## src/logic/graph_pkg.sv

```systemverilog
package graph_pkg;

	//////////////////////////////////////////////////////////////////////
	// Graph side widths
	//////////////////////////////////////////////////////////////////////

	// Vertex ids and out-degrees share one width
	parameter int VERTEX_W = 32;

	// Edge array index, also the width of the processed edge counter
	parameter int EDGE_W = 32;

	typedef logic [VERTEX_W-1:0] vertex_id_t;
	typedef logic [EDGE_W-1:0]   edge_idx_t;
	typedef logic [VERTEX_W-1:0] degree_t;

	//////////////////////////////////////////////////////////////////////
	// Vertex job as it enters the vertex buffer
	//////////////////////////////////////////////////////////////////////

	typedef struct packed {
		vertex_id_t vertex_id;
		edge_idx_t  edge_index;
		degree_t    out_degree;
	} vertex_job_t;

endpackage
```

## src/logic/bus_pkg.sv

```systemverilog
package bus_pkg;

	// Word address into the edge array
	parameter int ADDR_W = 64;

	typedef logic [ADDR_W-1:0] addr_t;

	// Edge read command, tagged with the vertex that owns the edge
	typedef struct packed {
		addr_t                 address;
		graph_pkg::vertex_id_t vertex_id;
	} read_cmd_t;

	// One edge word back from memory
	typedef struct packed {
		graph_pkg::vertex_id_t neighbor;
	} read_resp_t;

	// Parent array update
	typedef struct packed {
		graph_pkg::vertex_id_t neighbor;
		graph_pkg::vertex_id_t parent;
	} parent_write_t;

endpackage

```

## src/logic/vertex_job_if.sv

```systemverilog
`timescale 1ns/1ns

interface vertex_job_if;
	import graph_pkg::*;

	// Held stable while active
	logic       active;
	vertex_id_t vertex_id;
	degree_t    out_degree;

	// Single cycle pulse once every edge of the vertex has returned
	logic       done;

	modport reader (output active, output vertex_id, output out_degree, input done);

	modport writer (input active, input vertex_id, input out_degree, output done);

endinterface

```

## src/logic/frontier_writer.sv

```systemverilog
`timescale 1ns/1ns

module frontier_writer (
	input  logic                   clock,
	input  logic                   rstn,
	vertex_job_if.writer           job,
	input  logic                   read_response_valid,
	input  bus_pkg::read_resp_t    read_response,
	output logic                   parent_write_valid,
	output bus_pkg::parent_write_t parent_write,
	output graph_pkg::vertex_id_t  vertex_num_counter,
	output graph_pkg::edge_idx_t   edge_num_counter
);
	import graph_pkg::*;

	// Edges returned so far for the active vertex
	degree_t response_count;

	//////////////////////////////////////////////////////////////////////
	// Parent update
	//////////////////////////////////////////////////////////////////////

	// Neighbor gets the current vertex as parent
	always_ff @(posedge clock) begin
		if (read_response_valid) begin
			parent_write.neighbor <= read_response.neighbor;
			parent_write.parent   <= job.vertex_id;
		end
	end

	//////////////////////////////////////////////////////////////////////
	// Completion and counters
	//////////////////////////////////////////////////////////////////////

	always_ff @(posedge clock or negedge rstn) begin
		if(~rstn) begin
			parent_write_valid <= 1'b0;
			job.done           <= 1'b0;
			response_count     <= '0;
			vertex_num_counter <= '0;
			edge_num_counter   <= '0;
		end else begin
			parent_write_valid <= read_response_valid;
			// Zero degree completes on the first active cycle
			job.done <= job.active && ~job.done && (response_count == job.out_degree);

			if (job.done)
				response_count <= '0;
			else if (read_response_valid)
				response_count <= response_count + 1'b1;

			if (read_response_valid)
				edge_num_counter <= edge_num_counter + 1'b1;
			if (job.done)
				vertex_num_counter <= vertex_num_counter + 1'b1;
		end
	end

	// Every response belongs to the vertex the reader holds active
	a_response_while_active : assert property (@(posedge clock) disable iff (~rstn)
		read_response_valid |-> job.active)
		else $error("edge response arrived with no active vertex");

endmodule

```

## src/flat_wrapper.sv

```systemverilog
// flat-port wrapper written by rule: the top's interface ports become plain ports
module frontier_writer_flat import graph_pkg::*;
  (clock, rstn, read_response_valid, read_response, parent_write_valid, parent_write, vertex_num_counter, edge_num_counter, job_active, job_vertex_id, job_out_degree, job_done);
  vertex_job_if job_i ();
  input  logic clock;
  input  logic rstn;
  input  logic read_response_valid;
  input  bus_pkg::read_resp_t read_response;
  output logic parent_write_valid;
  output bus_pkg::parent_write_t parent_write;
  output graph_pkg::vertex_id_t vertex_num_counter;
  output graph_pkg::edge_idx_t edge_num_counter;
  input wire logic [$bits(job_i.active)-1:0] job_active;
  input wire logic [$bits(job_i.vertex_id)-1:0] job_vertex_id;
  input wire logic [$bits(job_i.out_degree)-1:0] job_out_degree;
  output wire logic [$bits(job_i.done)-1:0] job_done;
  assign job_i.active = job_active;
  assign job_i.vertex_id = job_vertex_id;
  assign job_i.out_degree = job_out_degree;
  assign job_done = job_i.done;
  frontier_writer u_core (.clock(clock), .rstn(rstn), .job(job_i), .read_response_valid(read_response_valid), .read_response(read_response), .parent_write_valid(parent_write_valid), .parent_write(parent_write), .vertex_num_counter(vertex_num_counter), .edge_num_counter(edge_num_counter));
endmodule
```

## config.mk

```make
export PLATFORM = sky130hd
export DESIGN_NAME = frontier_writer_flat
export DESIGN_NICKNAME = d
export VERILOG_FILES = /design/src/logic/graph_pkg.sv /design/src/logic/bus_pkg.sv /design/src/logic/vertex_job_if.sv /design/src/logic/frontier_writer.sv /design/src/flat_wrapper.sv
export SDC_FILE = /design/constraint.sdc
export NUM_CORES = 1
export LEC_CHECK = 0
export ABC_AREA = 0
export ABC_CLOCK_PERIOD_IN_PS = 2600
export BUFFER_PORTS_ARGS = -buffer_cell sky130_fd_sc_hd__buf_2
export CAP_MARGIN = 20
export CORE_MARGIN = 2
export CORE_UTILIZATION = 30
export DETAILED_ROUTE_END_ITERATION = 8
export PLACE_DENSITY = 0.57
export SYNTH_ARGS = -nofsm -noshare
export SYNTH_HDL_FRONTEND = slang
export SYNTH_SLANG_ARGS = --single-unit
```

## constraint.sdc

```tcl
create_clock -name clock -period 2.6 [get_ports clock]
set_input_delay 0.39 -clock clock [delete_from_list [all_inputs] [get_ports clock]]
set_output_delay 0.39 -clock clock [all_outputs]
set_load 0.01 [all_outputs]
```

### Word-level counts from Yosys, hierarchy flattened

Cells that the tools add are included.

| storage, ports and cells | value |
|---|---|
| output and inout bits | 130 |
| input port bits | 100 |
| flip-flop bits (word level) | 162 |
| word-level logic and storage cells | 17 |

| operators by class | value |
|---|---|
| bitwise logic cells | 1 |
| eq/ne operators | 1 |
| reduce and logical (&&, ||, !) cells | 3 |
| add/sub/neg operators | 3 |
| multiplexer cells | 2 |

Operator list:

| operator | count |
|---|---|
| $add 32x1->32 const B | 3 |
| $mux 32 | 2 |
| $eq 32x32->1 | 1 |
| $logic_and 1x1->1 | 2 |
| $reduce_bool 2->1 | 1 |
| $not 1->1 | 1 |

### Logic depth before layout (Yosys ltp)

| depth | value |
|---|---|
| word-level depth | 3 |
| gate-level depth with buffers | 7 |
| depth with buffers taken out | 5 |

### Worst setup path before layout

No wires, ideal clock.

| path | value |
|---|---|
| kind | register -> register |
| start point | register u_core.response_count[0] |
| end point | register u_core.response_count[29] |
| setup slack | 578 ps |
| library setup time | 125 ps |
| data required time | 2475 ps |
| path buffers | 2 |
| stages on the path, launching flop included | 7 |
| arrival | 1898 ps |
| clock period less this slack | 2022 ps |
| cells stage by stage | dfrtp_1 > and4_1 > buf_2 > or4b_1 > clkbuf_1 > nor4_1 > mux2_2 |

| on the way | value |
|---|---|
| cells in the longest elaborated chain, start to end | 3 |

Ends and longest elaborated chain:

| item | line | source |
|---|---|---|
| start, declared | frontier_writer.sv:17 | `degree_t response_count;` |
| start signal, assigned | frontier_writer.sv:50 | `response_count <= response_count + 1'b1;` |
| $add 32x1->32 | frontier_writer.sv:50 |  |
| $mux 32 | frontier_writer.sv:49 | `else if (read_response_valid)` |
| $mux 32 | frontier_writer.sv:47 | `if (job.done)` |

No other way between the ends. The select of a mux whose other input is x is not followed.
A chain may end at the register's enable or synchronous reset.

### Worst setup path after layout

| path | value |
|---|---|
| start point | register u_core.response_count[0] |
| end point | register u_core.response_count[22] |

Same word-level chain as after synthesis.

==> reports/qor.yml <==
outcome:
  outcome: "completed"
min_path:
  hold_class: "input port to flip-flop"
  worstHoldStart: "read_response[20]"
die:
  die_h_um: 155.0
  start_util: 0.3040
  core-area_um2: 22500
  rows: 55
  die_x_um: 155.0
  pin_count: 230
  design.die.area_um2: 24030
route:
  drt_wl_total_um: 18140
  drtIter0Drc: 201
  wl_per_cell_um: 16.86
  drcViolationCount: 0
  firstDrtPassIters: 6
  ant_nets: 0
  vias: 5086
  vias_per_cell: 4.727
global_route:
  antenna_found_initial: 0
  grt_pass1_vias: 4713
  track_usage: 0.1489
  grt_pass1_wl_um: 27280
  overflow: 0
  grt_max_degree: 51
pwr:
  cellLeakagePower_nw: 4.101
  power_density_nw_per_um2: 673.7
  power_mw: 6.017
  ir_drop_uv: 417.5
setup_path:
  critical_path.slowest_cell: "or3_1"
  crit_buf_inv: 0
  crit_required_ns: 2.95
  startpoint: "u_core.response_count[0]"
  cp-start-kind: "flip-flop"
  r2r_start: "u_core.response_count[0]"
  critPathMaxFanout: 18
  endpoint_kind: "flip-flop"
  cp.arrival_ns: 2.57
  path_cells: "ha_1, nand4_1, or3_1, or4_1, a21oi_1"
  regToRegSetupSlack_ns: 0.38
  path_class: "flip-flop to flip-flop"
  crit_family: "simple AND/OR/NAND/NOR gates"
  slowest_delay_ns: 0.63
finish:
  multi_input_area_um2: 2364
  regArea_um2: 4374
  fin_cells: 1076
  drive_above_1_share: 0.3540
  nFillCells: 2156
  fin_nets: 881
  syn_to_final_growth_pct: 30.54
  post-route-cell-area_um2: 8931
  antennaDiodeCount: 0
synthesis:
  syn_area_um2: 6842
  avgSynthCellArea_um2: 12.76
  synth-seq-cells: 162
  synth_top_area_frac: 0.3584
  synth_top_area_cell: "dfrtp_1"
  ys_warn_count: 0
  yosys-top-cells-area: "dfrtp_1, edfxtp_1, xnor2_1"
  syn_nets: 639
  syn_inst: 536
  yosysUniqueCellTypes: 37
  seq_area_frac_synth: 0.6394
clocking:
  clk_latency_ns: 0.43
  cts.sinks: 162
  cts-hold-fix-buffers: 1
  cts_buffer_depth: 2
  cts_tree: "yes"
  cts_setup_buffers: 0
  root_buffer: "clkbuf_16"
  cts_resized: 0
  cts-buffers-inserted: 17
  clkTransAtPathRegs_ns: 0.07
  htree_levels: 4
timing:
  min_period_ns: 2.220
  layout_setup_ws_ns: 0.3799
  setup_viol: 0
  fin_skew_ns: 0.008343
  final-max-slew-violation-count: 0
  hold_viol: 0
  worst_pin_slew_ns: 0.6956
  slew_headroom: 0.5320
  rsz0062_at_grt: "no"
  fmax_mhz: 450.4
  fin_setup_tns_ns: 0
  period_share: 0.8539
placed_design:
  dp.cells: 1043
  place_area_um2: 8371
  pre_cts_ws_ns: 0.3491
  dp_hpwl_um: 13440
  io_buffers: 229
  routabilityCongestion: 0.7871
run:
  maxCapViolCount: 0
layer usage:
metal | part of all wire | wire [um] | track usage
met5 | 0 | 0 | 0
met4 | 0.024 | 432 | 0.06261
met3 | 0.071 | 1286 | 0.04540
met2 | 0.46 | 8295 | 0.2317
met1 | 0.45 | 8125 | 0.1934
flip-flops by register name (all words and copies together), names as in the netlist:
name                       count
u_core.job.done                1
u_core.vertex_num_counter     32
u_core.parent_write           64
u_core.response_count         32
u_core.edge_num_counter       32
u_core.parent_write_valid      1
placed cells by master (no fill, tap or decap), drive strengths merged, types with 17 or more instances in the layout:
cell type  instances
a21oi             19
nand3             25
edfxtp            64
dfrtp             98
buf              240
nand4             35
xnor2             52
nor4              17
clkbuf            18
xor2              52
nand2             30
nor2              20
per-stage QoR:
stage	util	hold slack (ns)
4_1_cts	0.3969	0.1150
5_1_grt	0.3969	0.1104
2_1_floorplan	-	0.09441
3_5_place_dp	0.3720	0.3826
6_report	0.3969	0.1324
3_3_place_gp	0.3720	0.3901
final timing paths:
kind | to | cells past startpoint
worst max-delay path | u_core.response_count[22] | 5
worst min-delay path | u_core.parent_write[52] | 1
worst max register to register | u_core.response_count[22] | 5
worst min register to register | u_core.vertex_num_counter[31] | 1
max in group asynchronous | u_core.response_count[28] | 3
min in group asynchronous | u_core.vertex_num_counter[31] | 2
kinds of logic after synthesis:
family,Yosys count,share of synthesized area
flip-flops,162,0.6394
buffers and inverters,26,0.01518
AND/OR/NAND/NOR,197,0.1655
XOR/XNOR,104,0.1331
AO/OA/AOI/OAI,40,0.03493
multiplexers,4,0.006401
adder cells (fa/ha/maj),3,0.005487
where the power goes:
group          total (mW)  switching, mW  internal (mW)
logic               0.624          0.334          0.290
registers            3.03          0.169           2.86
clock network        2.37           1.12           1.25
total                6.02           1.62           4.40
cells in the mapped netlist, drive strengths merged:
library cell and count:
nand4b 1, o21ba 1, or4b 1, nor4 17, nand2b 2, nor2b 1, xor2 52, o31a 1
nor4b 1, and2 5, o21ai 7, edfxtp 64, buf 4, nand2 30, inv 8, clkbuf 14
mux2i 1, xnor2 52, a21oi 19, mux2 3, o31ai 12, and4 8, nor3b 4, ha 3
and3 16, nor2 20, dfrtp 98, or4 13, nand3 25, nand4 35, or2 3, or3 8
nor3 6, nand3b 1
layout make-up:
class	instances	area share
flip-flops and latches	162	0.4898
multi-input cells	348	0.2646
repair buffers	241	0.1407
clock buffers	18	0.04805
well taps	285	0.03993
clock inverters	14	0.01359
inverters	8	0.003362
No activity file was read; power rests on OpenSTA's default activity.
