[config.mk]
export PLATFORM = sky130hd
export DESIGN_NAME = vertex_edge_reader_flat
export DESIGN_NICKNAME = d
export VERILOG_FILES = /design/src/logic/graph_pkg.sv /design/src/logic/bus_pkg.sv /design/src/logic/vertex_job_if.sv /design/src/logic/edge_cmd_if.sv /design/src/logic/vertex_edge_reader.sv /design/src/flat_wrapper.sv
export SDC_FILE = /design/constraint.sdc
export NUM_CORES = 2
export LEC_CHECK = 0
export BUFFER_PORTS_ARGS = -buffer_cell sky130_fd_sc_hd__buf_2
export CAP_MARGIN = 20
export CORE_ASPECT_RATIO = 1.1
export CORE_MARGIN = 4
export CORE_UTILIZATION = 56
export CTS_CLUSTER_SIZE = 16
export DETAILED_ROUTE_END_ITERATION = 6
export PLACE_DENSITY = 0.73
export SLEW_MARGIN = 10
export SYNTH_ARGS = -nofsm -noshare
export SYNTH_HDL_FRONTEND = slang
export SYNTH_SLANG_ARGS = --single-unit
[constraint.sdc]
create_clock -name clock -period 9.05 [get_ports clock]
set_input_delay 1.81 -clock clock [delete_from_list [all_inputs] [get_ports clock]]
set_output_delay 1.81 -clock clock [all_outputs]
set_load 0.03 [all_outputs]
[src/logic/graph_pkg.sv]
package graph_pkg;

	//////////////////////////////////////////////////////////////////////
	// Graph side widths
	//////////////////////////////////////////////////////////////////////

	// Vertex ids and out-degrees share one width
	parameter int VERTEX_W = 32;

	// Edge array index, also the width of the processed edge counter
	parameter int EDGE_W = 32;

	typedef logic [VERTEX_W-1:0] vertex_id_t;
	typedef logic [EDGE_W-1:0]   edge_idx_t;
	typedef logic [VERTEX_W-1:0] degree_t;

	//////////////////////////////////////////////////////////////////////
	// Vertex job as it enters the vertex buffer
	//////////////////////////////////////////////////////////////////////

	typedef struct packed {
		vertex_id_t vertex_id;
		edge_idx_t  edge_index;
		degree_t    out_degree;
	} vertex_job_t;

endpackage
[src/logic/bus_pkg.sv]
package bus_pkg;

	// Word address into the edge array
	parameter int ADDR_W = 64;

	typedef logic [ADDR_W-1:0] addr_t;

	// Edge read command, tagged with the vertex that owns the edge
	typedef struct packed {
		addr_t                 address;
		graph_pkg::vertex_id_t vertex_id;
	} read_cmd_t;

	// One edge word back from memory
	typedef struct packed {
		graph_pkg::vertex_id_t neighbor;
	} read_resp_t;

	// Parent array update
	typedef struct packed {
		graph_pkg::vertex_id_t neighbor;
		graph_pkg::vertex_id_t parent;
	} parent_write_t;

endpackage

[src/logic/vertex_job_if.sv]
`timescale 1ns/1ns

interface vertex_job_if;
	import graph_pkg::*;

	// Held stable while active
	logic       active;
	vertex_id_t vertex_id;
	degree_t    out_degree;

	// Single cycle pulse once every edge of the vertex has returned
	logic       done;

	modport reader (output active, output vertex_id, output out_degree, input done);

	modport writer (input active, input vertex_id, input out_degree, output done);

endinterface

[src/logic/edge_cmd_if.sv]
`timescale 1ns/1ns

interface edge_cmd_if;
	import graph_pkg::*;
	import bus_pkg::*;

	logic       valid;
	addr_t      address;
	vertex_id_t vertex_id;

	// Raised with two free slots left in the queue
	logic       almost_full;

	modport reader (output valid, output address, output vertex_id, input almost_full);

	modport queue (input valid, input address, input vertex_id, output almost_full);

endinterface

[src/logic/vertex_edge_reader.sv]
`timescale 1ns/1ns

module vertex_edge_reader #(
	parameter int VERTEX_FIFO_DEPTH = 32
) (
	input  logic                   clock,
	input  logic                   rstn,
	input  logic                   enabled,
	input  bus_pkg::addr_t         edge_base,
	input  logic                   vertex_valid,
	input  graph_pkg::vertex_job_t vertex_job,
	output logic                   vertex_full,
	edge_cmd_if.reader             cmd,
	vertex_job_if.reader           job
);
	import graph_pkg::*;
	import bus_pkg::*;

	localparam int PTR_W = $clog2(VERTEX_FIFO_DEPTH);

	localparam logic [1:0] S_IDLE  = 2'd0;
	localparam logic [1:0] S_ISSUE = 2'd1;
	localparam logic [1:0] S_WAIT  = 2'd2;

	vertex_job_t    vertex_mem [VERTEX_FIFO_DEPTH];
	vertex_job_t    head_job;
	logic [PTR_W:0] wr_ptr;
	logic [PTR_W:0] rd_ptr;
	logic           vertex_empty;
	logic           pop;
	logic           issue;
	logic [1:0]     state;
	degree_t        remaining;
	addr_t          next_address;

	//////////////////////////////////////////////////////////////////////
	// Vertex buffer
	//////////////////////////////////////////////////////////////////////

	assign vertex_empty = (wr_ptr == rd_ptr);
	assign vertex_full  = (wr_ptr[PTR_W] != rd_ptr[PTR_W]) &&
		(wr_ptr[PTR_W-1:0] == rd_ptr[PTR_W-1:0]);
	assign head_job     = vertex_mem[rd_ptr[PTR_W-1:0]];

	// Next job taken only when idle and running
	assign pop = (state == S_IDLE) && enabled && ~vertex_empty;

	always_ff @(posedge clock) begin
		if (vertex_valid && ~vertex_full)
			vertex_mem[wr_ptr[PTR_W-1:0]] <= vertex_job;
	end

	always_ff @(posedge clock or negedge rstn) begin
		if(~rstn) begin
			wr_ptr <= '0;
			rd_ptr <= '0;
		end else begin
			if (vertex_valid && ~vertex_full)
				wr_ptr <= wr_ptr + 1'b1;
			if (pop)
				rd_ptr <= rd_ptr + 1'b1;
		end
	end

	//////////////////////////////////////////////////////////////////////
	// Edge command FSM
	//////////////////////////////////////////////////////////////////////

	// One command per cycle unless the queue is close to full
	assign issue = (state == S_ISSUE) && (remaining != '0) && enabled && ~cmd.almost_full;

	always_ff @(posedge clock or negedge rstn) begin
		if(~rstn) begin
			state      <= S_IDLE;
			job.active <= 1'b0;
			cmd.valid  <= 1'b0;
		end else begin
			cmd.valid <= issue;
			case (state)
				S_IDLE : begin
					if (pop) begin
						job.active <= 1'b1;
						state      <= S_ISSUE;
					end
				end
				S_ISSUE : begin
					if (remaining == '0)
						state <= S_WAIT;
				end
				S_WAIT : begin
					// Writer has seen every edge come back
					if (job.done) begin
						job.active <= 1'b0;
						state      <= S_IDLE;
					end
				end
				default : state <= S_IDLE;
			endcase
		end
	end

	always_ff @(posedge clock) begin
		if (pop) begin
			job.vertex_id  <= head_job.vertex_id;
			job.out_degree <= head_job.out_degree;
			remaining      <= head_job.out_degree;
			next_address   <= edge_base + head_job.edge_index;
		end else if (issue) begin
			cmd.address   <= next_address;
			cmd.vertex_id <= job.vertex_id;
			remaining     <= remaining - 1'b1;
			next_address  <= next_address + 1'b1;
		end
	end

	a_no_push_when_full : assert property (@(posedge clock) disable iff (~rstn)
		vertex_valid |-> ~vertex_full)
		else $error("vertex job pushed into a full vertex buffer");

endmodule

[src/flat_wrapper.sv]
// flat-port wrapper written by rule: the top's interface ports become plain ports
module vertex_edge_reader_flat import graph_pkg::*; import bus_pkg::*;
#(
	parameter int VERTEX_FIFO_DEPTH = 32
)
  (clock, rstn, enabled, edge_base, vertex_valid, vertex_job, vertex_full, cmd_valid, cmd_address, cmd_vertex_id, cmd_almost_full, job_active, job_vertex_id, job_out_degree, job_done);
  edge_cmd_if cmd_i ();
  vertex_job_if job_i ();
  input  logic clock;
  input  logic rstn;
  input  logic enabled;
  input  bus_pkg::addr_t edge_base;
  input  logic vertex_valid;
  input  graph_pkg::vertex_job_t vertex_job;
  output logic vertex_full;
  output wire logic [$bits(cmd_i.valid)-1:0] cmd_valid;
  output wire logic [$bits(cmd_i.address)-1:0] cmd_address;
  output wire logic [$bits(cmd_i.vertex_id)-1:0] cmd_vertex_id;
  input wire logic [$bits(cmd_i.almost_full)-1:0] cmd_almost_full;
  output wire logic [$bits(job_i.active)-1:0] job_active;
  output wire logic [$bits(job_i.vertex_id)-1:0] job_vertex_id;
  output wire logic [$bits(job_i.out_degree)-1:0] job_out_degree;
  input wire logic [$bits(job_i.done)-1:0] job_done;
  assign cmd_valid = cmd_i.valid;
  assign cmd_address = cmd_i.address;
  assign cmd_vertex_id = cmd_i.vertex_id;
  assign cmd_i.almost_full = cmd_almost_full;
  assign job_active = job_i.active;
  assign job_vertex_id = job_i.vertex_id;
  assign job_out_degree = job_i.out_degree;
  assign job_i.done = job_done;
  vertex_edge_reader #(.VERTEX_FIFO_DEPTH(VERTEX_FIFO_DEPTH)) u_core (.clock(clock), .rstn(rstn), .enabled(enabled), .edge_base(edge_base), .vertex_valid(vertex_valid), .vertex_job(vertex_job), .vertex_full(vertex_full), .cmd(cmd_i), .job(job_i));
endmodule
### After elaboration in Yosys (flattened, before gate mapping)

Memories as Yosys holds them, arrays and structs flattened.
Cells that the tools add are included.

* shift-type cells: 0
* reduce and logical (&&, ||, !) cells: 15
* equality and inequality tests: 8
* $mul: 0
* bitwise gates (word level): 4
* add/subtract/negate cells: 5
* mux-type cells: 13
* divide/modulo/power cells: 0
* $lt $le $gt $ge: 0

Operator list (count)
* $mux W64: 2
* $add A64 B1 Y64 const B: 1
* $add A64 B32 Y64: 1
* $mux W32: 2
* $logic_not A32 Y1: 1
* $reduce_bool A32 Y1: 1
* $sub A32 B1 Y32 const B: 1
* $add A6 B1 Y6 const B: 2
* $logic_and A1 B1 Y1: 7
* $eq A6 B6 Y1: 1
* $mux W2: 3
* $pmux W2 S3: 1
* $reduce_and A3 Y1: 2
* $eq A5 B5 Y1: 1
* $mux W1: 4
* $ne A2 B2 Y1 const B: 2
* $not A1 Y1: 4
* $reduce_bool A2 Y1: 2
* $eq A2 B1 Y1 const B: 1
* $eq A2 B2 Y1 const B: 1
* $logic_not A2 Y1: 1
* $ne A2 B1 Y1 const B: 1
* $pmux W1 S2: 1
* $reduce_and A2 Y1: 1
* $ne A1 B1 Y1: 1

* bits in latches: 0
* bits of input ports: 166
* output and inout port bits: 163
* bits in registers: 272
* memories: 1
* RAM bits: 3072
* ROM bits: 0

Memories
* u_core.vertex_mem: depth 32, bits a word 96, rd ports 1, clocked after Yosys merged registers in 0, write ports 1, RTL line vertex_edge_reader.sv:25 `vertex_job_t vertex_mem [VERTEX_FIFO_DEPTH];`

### Longest topological paths before layout

* depth after elaboration: 6
* depth in mapped cells: 18
* depth with buffers taken out: 13

### Worst setup path after synthesis

Ideal clock, no wire load.

* path kind: input to register
* from: input cmd_almost_full
* to: register u_core.cmd.address[0] (enable)
* setup slack: -0.451 ns
* cell stages on the path: 1
* arrival: 8.811 ns
* buffers on the path: 0
* data required time: 8.360 ns
* cells stage by stage: nor3b_1

* cells in the longest elaborated chain, start to end: 3

Ends and longest elaborated chain
* from (decl): RTL line flat_wrapper.sv:19 `input wire logic [$bits(cmd_i.almost_full)-1:0] cmd_almost_full;`
* $not A1 Y1: RTL line vertex_edge_reader.sv:70 `assign issue = (state == S_ISSUE) && (remaining != '0) && enabled && ~cmd.almost_full;`
* $logic_and A1 B1 Y1: RTL line vertex_edge_reader.sv:70
* $reduce_and A2 Y1 (no source line)
* to (signal assigned): RTL line vertex_edge_reader.sv:109 `cmd.address <= next_address;`
* to (decl): RTL line edge_cmd_if.sv:14 `modport reader (output valid, output address, output vertex_id, input almost_full);`

No other way between the ends.
A chain may end at the register's enable or synchronous reset.

### Worst setup path after layout

* from: register u_core.rd_ptr[0]
* to: register u_core.next_address[53], data pin

* cells in the longest elaborated chain, start to end: 4
* elaborated cells on any way between the ends: 6

Ends and longest elaborated chain
* from (decl): RTL line vertex_edge_reader.sv:28 `logic [PTR_W:0] rd_ptr;`
* from (signal assigned): RTL line vertex_edge_reader.sv:61 `rd_ptr <= rd_ptr + 1'b1;`
* parallel branches: the longest is 3 deep, another holds $mem_v2 Z32 W96
* $mux W64 *: RTL line vertex_edge_reader.sv:103 `if (pop) begin`
* to (signal assigned): RTL line vertex_edge_reader.sv:107 `next_address <= edge_base + head_job.edge_index;`
* to (signal assigned): RTL line vertex_edge_reader.sv:112 `next_address <= next_address + 1'b1;`
* to (decl): RTL line vertex_edge_reader.sv:34 `addr_t next_address;`

Mark *: on every way between the ends.

==> qor.csv <==
metric;value;unit
hold_path.class;reg -> reg;
avgRoutedWirePerCell;34.1;um
cts_setup_buffers;0;
grt_pass1_vias;63100;
start_util;56.2;%
vias;63400;
final_hold_viol_count;0;
setup_viol;0;
grt_pass1_wl;463;mm
cts_num_sinks;3344;
rsz0062_at_grt;no;
core.rowCount;185;
grt_antenna_before_repair;59;
synth_top_area_cell;edfxtp_1;
synth_top_area_share;77.0;%
switching_share;29.4;%
tns;0;ns
ctsResizeCount;0;
synth_flop_cell;edfxtp_1;
p_int;0.0325;W
grt_usage;27.2;%
root_buffer;clkbuf_16;
final_cell_area;146000;um^2
grt_overflow;0;
layout_min_cycle_time;6.45;ns
tritoncts;yes;
ys_warn_count;0;
drive_gt1_share;32.0;%
hpwl;162;mm
drcViolationCount;0;
cts.clk_slew.worst_paths;0.07;ns
post-route-period-util;71.3;%
pwr-share-comb;28.3;%
synthArstFlopShare;0.478;%
skew;0.0537;ns
place.gp.congestion;0.917;
power.total;0.0460;W
synth_area_leaders;edfxtp_1, mux4_2, mux2_2, xnor2_1, clkbuf_1;
boundaryPins;329;
cts_inserted_buffers;338;
avgSynthCellArea;23.2;um^2
crit_arrival;7.12;ns
status;finished clean;
synth_cell_type_count;62;
area_growth;12.9;%
port_buffers;328;
synth_edf_count;3328;
wirelength;323;mm
crit_path_start_kind;register;
worstSetupEndpointType;register;
tightest_slew;1.12;ns
clk_latency;0.95;ns
p_sw;0.0135;W
die-width;467;um
core_area;231000;um^2
final_antenna_net_count;0;
clockBufferDepth;4;
drt-pass1-iter-count;6;
ys_ff_latch;3344;
peakVddDrop;224;uV
place_area;136000;um^2
fp.dieH;513;um
yosysSeqAreaShare;77.4;%
syn_area;130000;um^2
cts_max_level;5;
syn-num-nets;5788;
fmax;0.155;GHz
leakagePower;45.7;nW
crit_fanout;84;
viasPerCell;6.69;
drt_iter0_markers;9387;
grt_max_degree;144;
cts-hold-fix-buffers;0;
die_area;239000;um^2
relSlewSlack;25.0;%
cap_violations;0;
num-nets-final;6312;
p_seq_share;42.2;%
power_density;314;nW/um^2
drv_slew;0;
cp.required;9.72;ns
syn_inst;5582;
worstSetupPathType;reg -> reg;
pwr-share-clk;29.5;%
sequential cells by signal, summed over array words and instances (netlist names), 2 cells and up:
signal and cells:
u_core.vertex_mem 3072, u_core.cmd.address 64, u_core.next_address 64, u_core.cmd.vertex_id 32
u_core.job.out_degree 32, u_core.job.vertex_id 32, u_core.remaining 32, u_core.rd_ptr 6
u_core.wr_ptr 6, u_core.state 2
power groups by stage:
stage	logic, W	registers [W]	clock network [W]
floorplan	0.00899	0.0198	0
global placement	0.0128	0.0196	0
detailed placement	0.0130	0.0197	0
CTS	0.0131	0.0194	0.0138
global route	0.0138	0.0195	0.0145
finish	0.0130	0.0194	0.0136
metal layers:
metal | track usage [%] | routed length [um] | vias up
met5 | 0 | 180 | -
li1 | - | - | 24900
met4 | 7.90 | 8210 | 24
met1 | 40.5 | 124000 | 33700
met2 | 41.3 | 154000 | 4157
met3 | 5.78 | 35800 | 602
cells by family after synthesis:
kind of cell / Yosys count / share of synthesized area (%)
compound gates: 230 / 1.08
buf+inv: 286 / 0.832
fa+ha+maj: 40 / 0.392
flops: 3344 / 77.4
simple gates: 467 / 1.75
mux: 1062 / 17.6
xor+xnor: 153 / 1.03
through the flow:
stage / util [%] / hold WS (ns) / cells / worst slack, ns
floorplan: - / 0.424 / 5582 / 2.02
global placement: 58.8 / 0.433 / 8849 / 2.69
detailed placement: 58.8 / 0.427 / 8850 / 2.57
CTS: 63.4 / 0.443 / 9441 / 2.56
global route: 63.4 / 0.460 / 9453 / 2.12
finish: 63.5 / 0.445 / 9476 / 2.60
path summary, 6_finish.rpt:
path	start	slack (ns)	end	cells after the start
min reg2reg	u_core.job.vertex_id[2]$_DFFE_PP_	0.45	u_core.cmd.vertex_id[2]$_DFFE_PP_	0
max in group asynchronous	rstn	7.74	u_core.rd_ptr[2]$_DFFE_PN0P_	1
max	u_core.rd_ptr[0]$_DFFE_PN0P_	2.60	u_core.next_address[53]$_DFFE_PP_	14
max reg2reg	u_core.rd_ptr[0]$_DFFE_PN0P_	2.60	u_core.next_address[53]$_DFFE_PP_	14
min in group asynchronous	rstn	0.85	u_core.cmd.valid$_DFF_PN0_	1
min	u_core.job.vertex_id[2]$_DFFE_PP_	0.45	u_core.cmd.vertex_id[2]$_DFFE_PP_	0
synthesized netlist by cell type, types with 7 or more instances:
cell	count
a21o_1	17
a21oi_1	49
a31oi_1	13
and2_1	12
and3_1	18
and4_1	9
buf_1	83
clkbuf_1	186
dfrtp_1	16
edfxtp_1	3328
ha_1	39
inv_1	13
mux2_2	97
mux4_2	960
nand2_1	161
nand3_1	43
nand4_1	36
nor2_1	101
nor3_1	21
nor4_1	8
o211ai_1	7
o21ai_0	93
or3_1	13
xnor2_1	96
xor2_1	57
cell usage in the layout (no fill, tap or decap), types with 6 or more instances in the layout:
cell / Yosys / layout
clkbuf_1: 186 / 51
mux2_2: 97 / 97
and2_1: 12 / 12
a31oi_1: 13 / 13
nand3b_1: 6 / 6
and3_1: 18 / 18
nand2_1: 161 / 161
dfrtp_1: 16 / 11
nand3_1: 43 / 43
diode_2: 0 / 34
clkinv_1: 0 / 76
nor4_1: 8 / 8
inv_1: 13 / 12
clkinv_2: 0 / 61
or3_1: 13 / 13
edfxtp_1: 3328 / 3328
nor3_1: 21 / 21
buf_2: 4 / 328
ha_1: 39 / 39
o21ai_0: 93 / 93
clkbuf_16: 0 / 346
or2_2: 6 / 6
mux4_2: 960 / 960
xor2_1: 57 / 57
o211ai_1: 7 / 7
bufinv_16: 0 / 32
nor2_1: 101 / 69
a211oi_1: 6 / 6
buf_4: 0 / 107
a21oi_1: 49 / 49
and4_1: 9 / 9
nor2_4: 0 / 32
xnor2_1: 96 / 96
nand4_1: 36 / 36
a21o_1: 17 / 16
inv_6: 0 / 6
clkinvlp_4: 0 / 10
buf_12: 0 / 20
o21a_1: 6 / 6
critical path: stages (launching register included):
cell and delay [ns]:
dfrtp_4 0.92, buf_12 0.55, buf_12 0.43, mux4_2 0.56
mux4_2 0.50, mux2_2 0.32, ha_1 0.40, a21oi_1 0.26
o21ai_0 0.21, a22oi_1 0.27, a211oi_1 0.10, a21oi_1 0.79
a2111oi_0 0.30, xnor2_1 0.21, o21ai_0 0.12
cell type report:
class | instances | area (um^2)
fill | 14700 | 84300
clock buffer | 400 | 8890
timing repair buffer | 457 | 2900
antenna | 34 | 85.1
multi-input combinational | 1952 | 28500
sequential | 3344 | 100000
inverter | 13 | 56.3
tap | 3085 | 3860
clock inverter | 191 | 1740
No activity file was read; power rests on OpenSTA's default activity.
